**src/hdl/combinerPkg.sv**
```systemverilog
// Shared widths and register word addresses; each register word has exactly one address.
`default_nettype none

package combinerPkg;

    // host bus data width in bits.
    localparam int busWidth = 32;

    // the host addresses 32-bit words, not bytes.
    localparam int regAddrWidth = 6;

    // AGC levels are unsigned, in units of 1/256 dB.
    localparam int agcWidth = 16;

    // the weight index runs from 0 (all channel 1) to 255 (almost all channel 0).
    localparam int indexWidth = 8;

    // number of byte lanes on the host bus.
    localparam int laneCount = busWidth / 8;

    // register word addresses.
    localparam logic [regAddrWidth-1:0] addrLagCoef      = 6'd0;
    localparam logic [regAddrWidth-1:0] addrLeadCoef     = 6'd1;
    localparam logic [regAddrWidth-1:0] addrSweepRate    = 6'd2;
    localparam logic [regAddrWidth-1:0] addrLocks        = 6'd3;

    // sweep limit in the low half, option bits in the high half.
    localparam logic [regAddrWidth-1:0] addrSweepOptions = 6'd4;

    // dB range in the low half, dB ratio in the high half.
    localparam logic [regAddrWidth-1:0] addrDbRangeRatio = 6'd5;

    // the differential (read only) sits in the low half, the AGC zero in the high half.
    localparam logic [regAddrWidth-1:0] addrAgcZeroDiff  = 6'd6;

    // the range resets to 24 dB.
    localparam logic [15:0] dbRangeReset = 16'h1800;

    // the ratio is unsigned Q8.8.
    localparam logic [15:0] dbRatioReset = 16'h03AA;

endpackage : combinerPkg

`default_nettype wire

```
**src/hdl/agcDifferential.sv**
```systemverilog
// AGC differential with a signed zero offset and an unsigned clip range; output lags the inputs by one cycle.
`timescale 1ns/1ps
`default_nettype none

module agcDifferential (
    input  logic                                    busClk,
    input  logic                                    rstN,
    input  logic [combinerPkg::agcWidth-1:0]        ch0Agc,
    input  logic [combinerPkg::agcWidth-1:0]        ch1Agc,
    input  logic signed [combinerPkg::agcWidth-1:0] agcZero,
    input  logic [combinerPkg::agcWidth-1:0]        dbRange,
    output logic signed [combinerPkg::agcWidth-1:0] differential,
    output logic                                    ch1IsMaster
);

    import combinerPkg::*;

    // two extra bits hold the full difference of two unsigned levels and a signed offset.
    localparam int wideWidth = agcWidth + 2;

    localparam logic signed [wideWidth-1:0] satHigh = (1 <<< (agcWidth - 1)) - 1;
    localparam logic signed [wideWidth-1:0] satLow  = -(1 <<< (agcWidth - 1));

    logic signed [wideWidth-1:0] rawDiff;
    logic signed [wideWidth-1:0] satDiff;
    logic signed [wideWidth-1:0] rangeWide;
    logic signed [wideWidth-1:0] clipDiff;

    always_comb begin
        rawDiff   = $signed({2'b0, ch0Agc}) - $signed({2'b0, ch1Agc}) - agcZero;
        rangeWide = $signed({2'b0, dbRange});

        if (rawDiff > satHigh) begin
            satDiff = satHigh;
        end else if (rawDiff < satLow) begin
            satDiff = satLow;
        end else begin
            satDiff = rawDiff;
        end

        // a range above full scale never clips.
        if (satDiff > rangeWide) begin
            clipDiff = rangeWide;
        end else if (satDiff < -rangeWide) begin
            clipDiff = -rangeWide;
        end else begin
            clipDiff = satDiff;
        end
    end

    always_ff @(posedge busClk or negedge rstN) begin
        if (!rstN) begin
            differential <= '0;
            ch1IsMaster  <= 1'b0;
        end else begin
            differential <= clipDiff[agcWidth-1:0];
            ch1IsMaster  <= clipDiff[wideWidth-1];
        end
    end

endmodule : agcDifferential

`default_nettype wire

```
**src/hdl/combinerLockDetect.sv**
```systemverilog
// Phase-error lock detector; counters and flags only move on sampleValid, and run counts saturate at 16 bits.
`timescale 1ns/1ps
`default_nettype none

module combinerLockDetect #(
    parameter int sampleWidth = 16
) (
    input  logic                          busClk,
    input  logic                          rstN,
    input  logic                          sampleValid,
    input  logic signed [sampleWidth-1:0] realErr,
    input  logic signed [sampleWidth-1:0] imagErr,
    input  logic [15:0]                   lockThreshold,
    input  logic [15:0]                   lockCount,
    output logic                          realLock,
    output logic                          imagLock,
    output logic                          locked
);

    // arm 0 is the real arm, arm 1 the imaginary arm.
    localparam int armCount = 2;

    logic signed [sampleWidth-1:0] armErr    [armCount];
    logic [sampleWidth-1:0]        absErr    [armCount];
    logic                          armSmall  [armCount];
    logic [15:0]                   runCount  [armCount];
    logic [15:0]                   nextCount [armCount];
    logic [armCount-1:0]           armLock;

    assign armErr[0] = realErr;
    assign armErr[1] = imagErr;

    always_comb begin
        for (int arm = 0; arm < armCount; arm++) begin
            // the most negative error maps to its true magnitude as an unsigned value.
            absErr[arm]   = armErr[arm][sampleWidth-1] ? -armErr[arm] : armErr[arm];
            armSmall[arm] = absErr[arm] < lockThreshold;

            if (!armSmall[arm]) begin
                nextCount[arm] = '0;
            end else if (runCount[arm] == 16'hFFFF) begin
                nextCount[arm] = runCount[arm];
            end else begin
                nextCount[arm] = runCount[arm] + 16'd1;
            end
        end
    end

    // a large error drops the flag at once, even when lockCount is zero.
    always_ff @(posedge busClk or negedge rstN) begin
        if (!rstN) begin
            for (int arm = 0; arm < armCount; arm++) begin
                runCount[arm] <= '0;
            end
            armLock <= '0;
        end else if (sampleValid) begin
            for (int arm = 0; arm < armCount; arm++) begin
                runCount[arm] <= nextCount[arm];
                armLock[arm]  <= armSmall[arm] && (nextCount[arm] >= lockCount);
            end
        end
    end

    assign realLock = armLock[0];
    assign imagLock = armLock[1];
    assign locked   = &armLock;

endmodule : combinerLockDetect

`default_nettype wire

```
**src/hdl/combinerRegs.sv**
```systemverilog
// Host setup registers; lag bit 26 is reserved and reads zero, lead lane 3 and AGC word low lanes are ignored.
`timescale 1ns/1ps
`default_nettype none

module combinerRegs (
    input  logic                                   busClk,
    input  logic                                   rstN,
    input  logic                                   cs,
    input  logic [combinerPkg::regAddrWidth-1:0]   addr,
    input  logic [combinerPkg::busWidth-1:0]       writeData,
    input  logic [combinerPkg::laneCount-1:0]      byteEn,
    input  logic signed [combinerPkg::agcWidth-1:0] differential,
    input  logic                                   ch1IsMaster,
    input  logic                                   realLock,
    input  logic                                   imagLock,
    input  logic                                   locked,
    input  logic [combinerPkg::indexWidth-1:0]     weightIndex,
    input  logic                                   indexAtRail,
    output logic [combinerPkg::busWidth-1:0]       readData,
    output logic [25:0]                            lagCoef,
    output logic [23:0]                            leadCoef,
    output logic [31:0]                            sweepRate,
    output logic [15:0]                            sweepLimit,
    output logic [15:0]                            lockThreshold,
    output logic [15:0]                            lockCount,
    output logic                                   combineEnable,
    output logic [15:0]                            agcZero,
    output logic [15:0]                            dbRange,
    output logic [15:0]                            dbRatio
);

    import combinerPkg::*;

    // only bit 0 is used by hardware, the rest are kept for software.
    logic [15:0]         optionBits;
    logic [busWidth-1:0] storedWord;
    logic [busWidth-1:0] mergedWord;

    // replaces the enabled byte lanes of a word with the bus data.
    function automatic logic [busWidth-1:0] mergeLanes(
        input logic [busWidth-1:0]  oldWord,
        input logic [busWidth-1:0]  newWord,
        input logic [laneCount-1:0] laneEn
    );
        logic [busWidth-1:0] result;
        result = oldWord;
        for (int lane = 0; lane < laneCount; lane++) begin
            if (laneEn[lane]) begin
                result[8*lane +: 8] = newWord[8*lane +: 8];
            end
        end
        return result;
    endfunction

    // stored contents of the addressed word, before any write.
    always_comb begin
        case (addr)
            addrLagCoef:      storedWord = {6'b0, lagCoef};
            addrLeadCoef:     storedWord = {8'b0, leadCoef};
            addrSweepRate:    storedWord = sweepRate;
            addrLocks:        storedWord = {lockCount, lockThreshold};
            addrSweepOptions: storedWord = {optionBits, sweepLimit};
            addrDbRangeRatio: storedWord = {dbRatio, dbRange};
            addrAgcZeroDiff:  storedWord = {agcZero, 16'b0};
            default:          storedWord = '0;
        endcase
    end

    assign mergedWord = mergeLanes(storedWord, writeData, byteEn);

    // each field takes only its own bits of the merged word, so lanes outside it are dropped.
    always_ff @(posedge busClk or negedge rstN) begin
        if (!rstN) begin
            lagCoef       <= '0;
            leadCoef      <= '0;
            sweepRate     <= '0;
            lockThreshold <= '0;
            lockCount     <= '0;
            sweepLimit    <= '0;
            optionBits    <= '0;
            dbRange       <= dbRangeReset;
            dbRatio       <= dbRatioReset;
            agcZero       <= '0;
        end else if (cs) begin
            case (addr)
                addrLagCoef:      lagCoef <= mergedWord[25:0];
                addrLeadCoef:     leadCoef <= mergedWord[23:0];
                addrSweepRate:    sweepRate <= mergedWord;
                addrLocks: begin
                    lockThreshold <= mergedWord[15:0];
                    lockCount     <= mergedWord[31:16];
                end
                addrSweepOptions: begin
                    sweepLimit <= mergedWord[15:0];
                    optionBits <= mergedWord[31:16];
                end
                addrDbRangeRatio: begin
                    dbRange <= mergedWord[15:0];
                    dbRatio <= mergedWord[31:16];
                end
                addrAgcZeroDiff:  agcZero <= mergedWord[31:16];
                default: ;
            endcase
        end
    end

    assign combineEnable = optionBits[0];

    // live status rides in the upper bits of the lag and lead words.
    always_comb begin
        readData = '0;
        if (cs) begin
            case (addr)
                addrLagCoef: readData = {realLock, imagLock, locked, indexAtRail,
                                         ch1IsMaster, 1'b0, lagCoef};
                addrLeadCoef:     readData = {weightIndex, leadCoef};
                addrSweepRate:    readData = sweepRate;
                addrLocks:        readData = {lockCount, lockThreshold};
                addrSweepOptions: readData = {optionBits, sweepLimit};
                addrDbRangeRatio: readData = {dbRatio, dbRange};
                addrAgcZeroDiff:  readData = {agcZero, differential};
                default:          readData = '0;
            endcase
        end
    end

endmodule : combinerRegs

`default_nettype wire

```
**src/hdl/combinerWeights.sv**
```systemverilog
// Weight index and blend; the index lags the differential by one cycle, the blend takes two cycles with no stall.
`timescale 1ns/1ps
`default_nettype none

module combinerWeights #(
    parameter int sampleWidth = 16
) (
    input  logic                                    busClk,
    input  logic                                    rstN,
    input  logic signed [combinerPkg::agcWidth-1:0] differential,
    input  logic                                    ch1IsMaster,
    input  logic [15:0]                             dbRatio,
    input  logic                                    combineEnable,
    input  logic                                    sampleValid,
    input  logic signed [sampleWidth-1:0]           ch0Sample,
    input  logic signed [sampleWidth-1:0]           ch1Sample,
    output logic [combinerPkg::indexWidth-1:0]      weightIndex,
    output logic                                    indexAtRail,
    output logic                                    combinedValid,
    output logic signed [sampleWidth-1:0]           combinedSample
);

    import combinerPkg::*;

    // signed differential times a 17-bit non-negative ratio.
    localparam int prodWidth  = agcWidth + 17;
    localparam int blendWidth = sampleWidth + indexWidth + 2;
    localparam logic [indexWidth-1:0] indexMax = '1;

    logic signed [prodWidth-1:0]  scaled;
    logic signed [prodWidth-1:0]  biased;
    logic [indexWidth-1:0]        nextIndex;
    logic [indexWidth:0]          weightComp;
    logic signed [blendWidth-1:0] prod0;
    logic signed [blendWidth-1:0] prod1;
    logic signed [blendWidth-1:0] blendSum;
    logic                         stage1Valid;

    always_comb begin
        scaled = differential * $signed({1'b0, dbRatio});
        biased = (scaled >>> 8) + (prodWidth)'(signed'(128));

        if (!combineEnable) begin
            // with combining off the master channel takes the whole output.
            nextIndex = ch1IsMaster ? '0 : indexMax;
        end else if (biased < 0) begin
            nextIndex = '0;
        end else if (biased > $signed({1'b0, indexMax})) begin
            nextIndex = indexMax;
        end else begin
            nextIndex = biased[indexWidth-1:0];
        end
    end

    always_ff @(posedge busClk or negedge rstN) begin
        if (!rstN) begin
            weightIndex <= '0;
        end else begin
            weightIndex <= nextIndex;
        end
    end

    assign indexAtRail = (weightIndex == '0) || (weightIndex == indexMax);

    // channel 1 weight is the remainder of 256.
    assign weightComp = {1'b1, {indexWidth{1'b0}}} - {1'b0, weightIndex};

    always_ff @(posedge busClk) begin
        if (sampleValid) begin
            prod0 <= ch0Sample * $signed({2'b0, weightIndex});
            prod1 <= ch1Sample * $signed({1'b0, weightComp});
        end
        if (stage1Valid) begin
            combinedSample <= blendSum[sampleWidth+7:8];
        end
    end

    assign blendSum = prod0 + prod1;

    always_ff @(posedge busClk or negedge rstN) begin
        if (!rstN) begin
            stage1Valid   <= 1'b0;
            combinedValid <= 1'b0;
        end else begin
            stage1Valid   <= sampleValid;
            combinedValid <= stage1Valid;
        end
    end

endmodule : combinerWeights

`default_nettype wire

```
**src/hdl/diversityCombiner.sv**
```systemverilog
// Two-channel combiner core; loop filter, sweep and DDS link are outside, their coefficients are only exported.
`timescale 1ns/1ps
`default_nettype none

module diversityCombiner #(
    parameter int sampleWidth = 16
) (
    input  logic                                 busClk,
    input  logic                                 rstN,
    input  logic                                 cs,
    input  logic [combinerPkg::regAddrWidth-1:0] addr,
    input  logic [combinerPkg::busWidth-1:0]     writeData,
    input  logic [combinerPkg::laneCount-1:0]    byteEn,
    input  logic [combinerPkg::agcWidth-1:0]     ch0Agc,
    input  logic [combinerPkg::agcWidth-1:0]     ch1Agc,
    input  logic                                 sampleValid,
    input  logic signed [sampleWidth-1:0]        ch0Sample,
    input  logic signed [sampleWidth-1:0]        ch1Sample,
    input  logic signed [sampleWidth-1:0]        realErr,
    input  logic signed [sampleWidth-1:0]        imagErr,
    output logic [combinerPkg::busWidth-1:0]     readData,
    output logic [25:0]                          lagCoef,
    output logic [23:0]                          leadCoef,
    output logic [31:0]                          sweepRate,
    output logic [15:0]                          sweepLimit,
    output logic                                 combinedValid,
    output logic signed [sampleWidth-1:0]        combinedSample
);

    import combinerPkg::*;

    logic [15:0]                  lockThreshold;
    logic [15:0]                  lockCount;
    logic                         combineEnable;
    logic signed [agcWidth-1:0]   agcZero;
    logic [agcWidth-1:0]          dbRange;
    logic [15:0]                  dbRatio;
    logic signed [agcWidth-1:0]   differential;
    logic                         ch1IsMaster;
    logic                         realLock;
    logic                         imagLock;
    logic                         locked;
    logic [indexWidth-1:0]        weightIndex;
    logic                         indexAtRail;

    combinerRegs regs (.*);

    agcDifferential agcDiff (.*);

    combinerLockDetect #(.sampleWidth(sampleWidth)) lockDetect (.*);

    combinerWeights #(.sampleWidth(sampleWidth)) weights (.*);

endmodule : diversityCombiner

`default_nettype wire
```
**config.mk**
```make
export PLATFORM = sky130hd
export DESIGN_NAME = diversityCombiner
export DESIGN_NICKNAME = d
export VERILOG_FILES = /design/src/hdl/combinerPkg.sv /design/src/hdl/agcDifferential.sv /design/src/hdl/combinerLockDetect.sv /design/src/hdl/combinerRegs.sv /design/src/hdl/combinerWeights.sv /design/src/hdl/diversityCombiner.sv
export SDC_FILE = /design/constraint.sdc
export NUM_CORES = 2
export LEC_CHECK = 0
export ABC_AREA = 1
export BUFFER_PORTS_ARGS = -buffer_cell sky130_fd_sc_hd__buf_2
export CAP_MARGIN = 25
export CORE_ASPECT_RATIO = 2
export CORE_MARGIN = 10
export CORE_UTILIZATION = 31
export CTS_CLUSTER_DIAMETER = 100
export DETAILED_ROUTE_END_ITERATION = 10
export GPL_ROUTABILITY_DRIVEN = 0
export GPL_TIMING_DRIVEN = 0
export PLACE_DENSITY = 0.56
export SLEW_MARGIN = 25
export SYNTH_ARGS = -nofsm -noshare
export SYNTH_HDL_FRONTEND = slang
export SYNTH_HIERARCHICAL = 1
export SYNTH_SLANG_ARGS = --single-unit
```
**constraint.sdc**
```tcl
create_clock -name busClk -period 9.8 [get_ports busClk]
set_clock_uncertainty 0.2 [all_clocks]
set_input_delay 0.98 -clock busClk [delete_from_list [all_inputs] [get_ports busClk]]
set_output_delay 0.98 -clock busClk [all_outputs]
set_load 0.01 [all_outputs]
```
==> impl_metrics.tcl <==
set metrics [dict create \
    post_cts_buffers 0 \
    dp_hpwl_mm 136 \
    syn_nets 6775 \
    synth-seq-cells 319 \
    totalPowerFinal_w 0.0166 \
    clk_path_buf_depth 3 \
    core_um2 134000 \
    synthCells 5847 \
    worstSetupPathType "reg2reg" \
    synth_area_um2 41700 \
    ys_warn_count 6 \
    grt_max_degree 90 \
    wl_per_cell_um 20.6 \
    yosys.area_share.simple_pct 28.4 \
    min_period_ns 8.79 \
    mostFrequentLayoutCell "nand2_1" \
    hp-class "reg2reg" \
    ys.flop_type "dfrtp_1" \
    switching_share_pct 51.9 \
    antenna_left 0 \
    wl_mm 163 \
    async_flop_share_pct 79.9 \
    start_util_pct 31.2 \
    critPathCapture "weights/prod1[22]" \
    synth-edff-count 64 \
    clock_latency_ns 0.62 \
    setup_tns_ns 0 \
    synth_compound_area_share_pct 4.90 \
    worst_setup_path_end_kind "flop" \
    dpl_worst_slack_ns 1.05 \
    reg2reg_slack_ns 1.01 \
    clkPwrFrac_pct 9.5 \
    startpoint_type "flop" \
    critPathSlowestCell "clkbuf_1" \
    cts_tree "done" \
    leakage_nw 26.4 \
    power_frac_seq_pct 15.1 \
    powerDensity_nw_per_um2 356 \
    grt_pass1_vias 41200 \
    arrival_ns 8.93 \
    synth_top_family_by_area "adder cells" \
    final_core_util_pct 34.9 \
    ir_worst_vdd_mv 0.359 \
    finalHoldViolations 0 \
    status "finished, final reports clean" \
    drc 0 \
    setup_slack_ns 1.01 \
    drt_iter0_drc 2692 \
    mostFrequentLayoutCells "2052 x nand2_1, 1159 x inv_1, 410 x fa_1, 376 x ha_1, 333 x nor2_1" \
    muxShareOfSynthArea_pct 0 \
    timing.final.crit_share_pct 89.7 \
    die_w_um 279 \
    grt_pass1_wl_mm 243 \
    critPathTopFamily "buffers and inverters" \
    reg2regPathDepth 39 \
    io_pins 289 \
    die_y_um 539 \
    synth-adder-area-share_pct 30.9 \
    die_area_um2 151000 \
    clock_sinks 319 \
    antenna_found_initial 8 \
    drv_slew 0 \
    vias 38900 \
    timing.rr.end "weights/prod1[22]" \
    num_rows 190 \
    grt_overflow_total 0 \
    root_buffer "clkbuf_16" \
    grt_use_total_pct 21.4 \
    path_clk_slew_ns 0.07 \
    routed_via_density 4.92 \
    slew-limit-headroom_pct 33.8 \
    yosys.cell_types.count 62 \
    p_sw_w 0.00862 \
    critPathLaunch "weights/weightIndex[1]" \
    crit_buf_inv 12 \
    htree_levels 2 \
    cp.required_ns 9.93 \
    fmax_mhz 114 \
    max-cap-violations 0 \
    tightest_slew_ns 0.986 \
    synthXorXnorAreaFrac_pct 3.13 \
    path_max_fanout 10 \
    area_growth_pct 11.9 \
    finalSetupViolations 0 \
    worst_r2r_startpoint "weights/weightIndex[1]" \
    internal_power_w 0.00798 \
    rsz0062_at_grt "false" \
    path_common_cell "inv_1" \
    cp.depth 39 \
    drive_gt1_share_pct 8.44 \
    yosysSeqAreaShare_pct 19.9 \
    crit_path_max_incr_delay_ns 0.59 \
    nets 7085 \
    cts_made_buffers 37 \
    first_pass_iters 8 \
    p_comb_share_pct 75.4 \
    io_buffers 267 \
    synth.avg_cell_area_um2 7.14 \
]
[layout make-up]
type | count | area, um2
fill | 14400 | 87200
tap | 1728 | 2160
sequential | 319 | 8310
clock buffer | 44 | 992
clock inverter | 24 | 349
buffer | 200 | 852
timing repair buffer | 271 | 1440
multi-input combinational | 4148 | 28100
inverter | 1180 | 4430
antenna | 3 | 7.51
[worst min-delay path: stages, from the launching register on]
cell and delay [ns]:
dfstp_2 0.38, nand2_1 0.06, nand2_1 0.05
[through the flow]
stage / area, um2 / hold slack, ns / std cells
CTS: 46700 / 0.281 / 7914
global route: 46700 / 0.298 / 7914
detailed placement: 45300 / 0.267 / 7845
global placement: 45200 / 0.263 / 7842
finish: 46700 / 0.281 / 7917
floorplan: 41700 / 0.249 / 5847
[cell families (layout without fill, tap and decap cells)]
group,Yosys count,in the layout
other,0,3
AO/OA/AOI/OAI,363,363
AND/OR/NAND/NOR,2850,2850
adder cells (fa/ha/maj),786,786
XOR/XNOR,149,149
buffers and inverters,1380,1719
flip-flops,319,319
[layer usage]
layer / vias up / global-route usage, % / wire (um)
met3: 569 / 4.10 / 10200
li1: 18300 / - / -
met1: 18600 / 19.3 / 51100
met5: - / 0 / 88
met2: 1439 / 40.5 / 85200
met4: 14 / 17.7 / 16200
[worst min path at each step]
stage | startpoint | endpoint | slack, ns | cells past startpoint
2_1_floorplan | regs/optionBits[8] | regs/optionBits[8] | 0.25 | 2
3_3_place_gp | regs/optionBits[3] | regs/optionBits[3] | 0.26 | 2
3_5_place_dp | regs/optionBits[3] | regs/optionBits[3] | 0.27 | 2
4_1_cts | regs/dbRatio[3] | regs/dbRatio[3] | 0.28 | 2
5_1_grt | regs/dbRatio[7] | regs/dbRatio[7] | 0.30 | 2
6_report | regs/dbRatio[3] | regs/dbRatio[3] | 0.28 | 2
[sequential cells by signal, indices dropped and copies added (netlist names), 2 cells and up]
signal and count:
weights/combinedSample 16, regs/lockCount 16, regs/sweepRate 32, regs/lagCoef 26, weights/prod0 24, lockDetect/runCount 32, regs/lockThreshold 16, regs/optionBits 16
regs/dbRatio 16, lockDetect/armLock 2, weights/weightIndex 8, regs/leadCoef 24, agcDiff/differential 16, regs/agcZero 16, regs/dbRange 16, weights/prod1 24
regs/sweepLimit 16
[power groups by stage]
stage                     Clock, W  Combinational, W  Sequential [W]
final                      0.00157            0.0125         0.00251
after global routing       0.00165            0.0143         0.00254
after CTS                  0.00161            0.0127         0.00251
after detailed placement         0            0.0125         0.00253
after global placement           0            0.0124         0.00253
after floorplan                  0           0.00924         0.00244
[what timing repair did]
item / in CTS / in global routing
hold buffers: 1 / 0
endpoints found under the hold margin: 2 / 0
resized for setup: 0 / 0
[synth_stat cells (6+ instances only)]
library cell	number	share of area (%)
a41oi_1	19	0.40
xor2_1	93	2.0
nand3_1	184	2.2
clkbuf_2	8	0.096
xnor2_1	56	1.2
a211oi_1	7	0.13
nand2_1	2052	18
fa_1	410	20
nand2_2	39	0.58
nor2_2	19	0.28
a21oi_1	182	2.2
buf_2	30	0.36
nor3_1	24	0.29
a31oi_1	8	0.12
nand3b_1	13	0.23
o21bai_1	9	0.16
nor2_4	7	0.19
nand4_1	114	1.7
clkbuf_1	134	1.2
inv_1	1159	10
a21o_1	6	0.11
inv_2	17	0.15
or2_2	12	0.18
nor2_1	333	3.0
dfrtp_1	247	15
buf_1	20	0.18
ha_1	376	11
nand3_2	11	0.26
and3_1	9	0.13
nand2_4	11	0.30
edfxtp_1	64	4.6
o21ai_0	104	1.2
dfstp_2	8	0.50
Note: power is estimated with default switching activity, not from simulation.
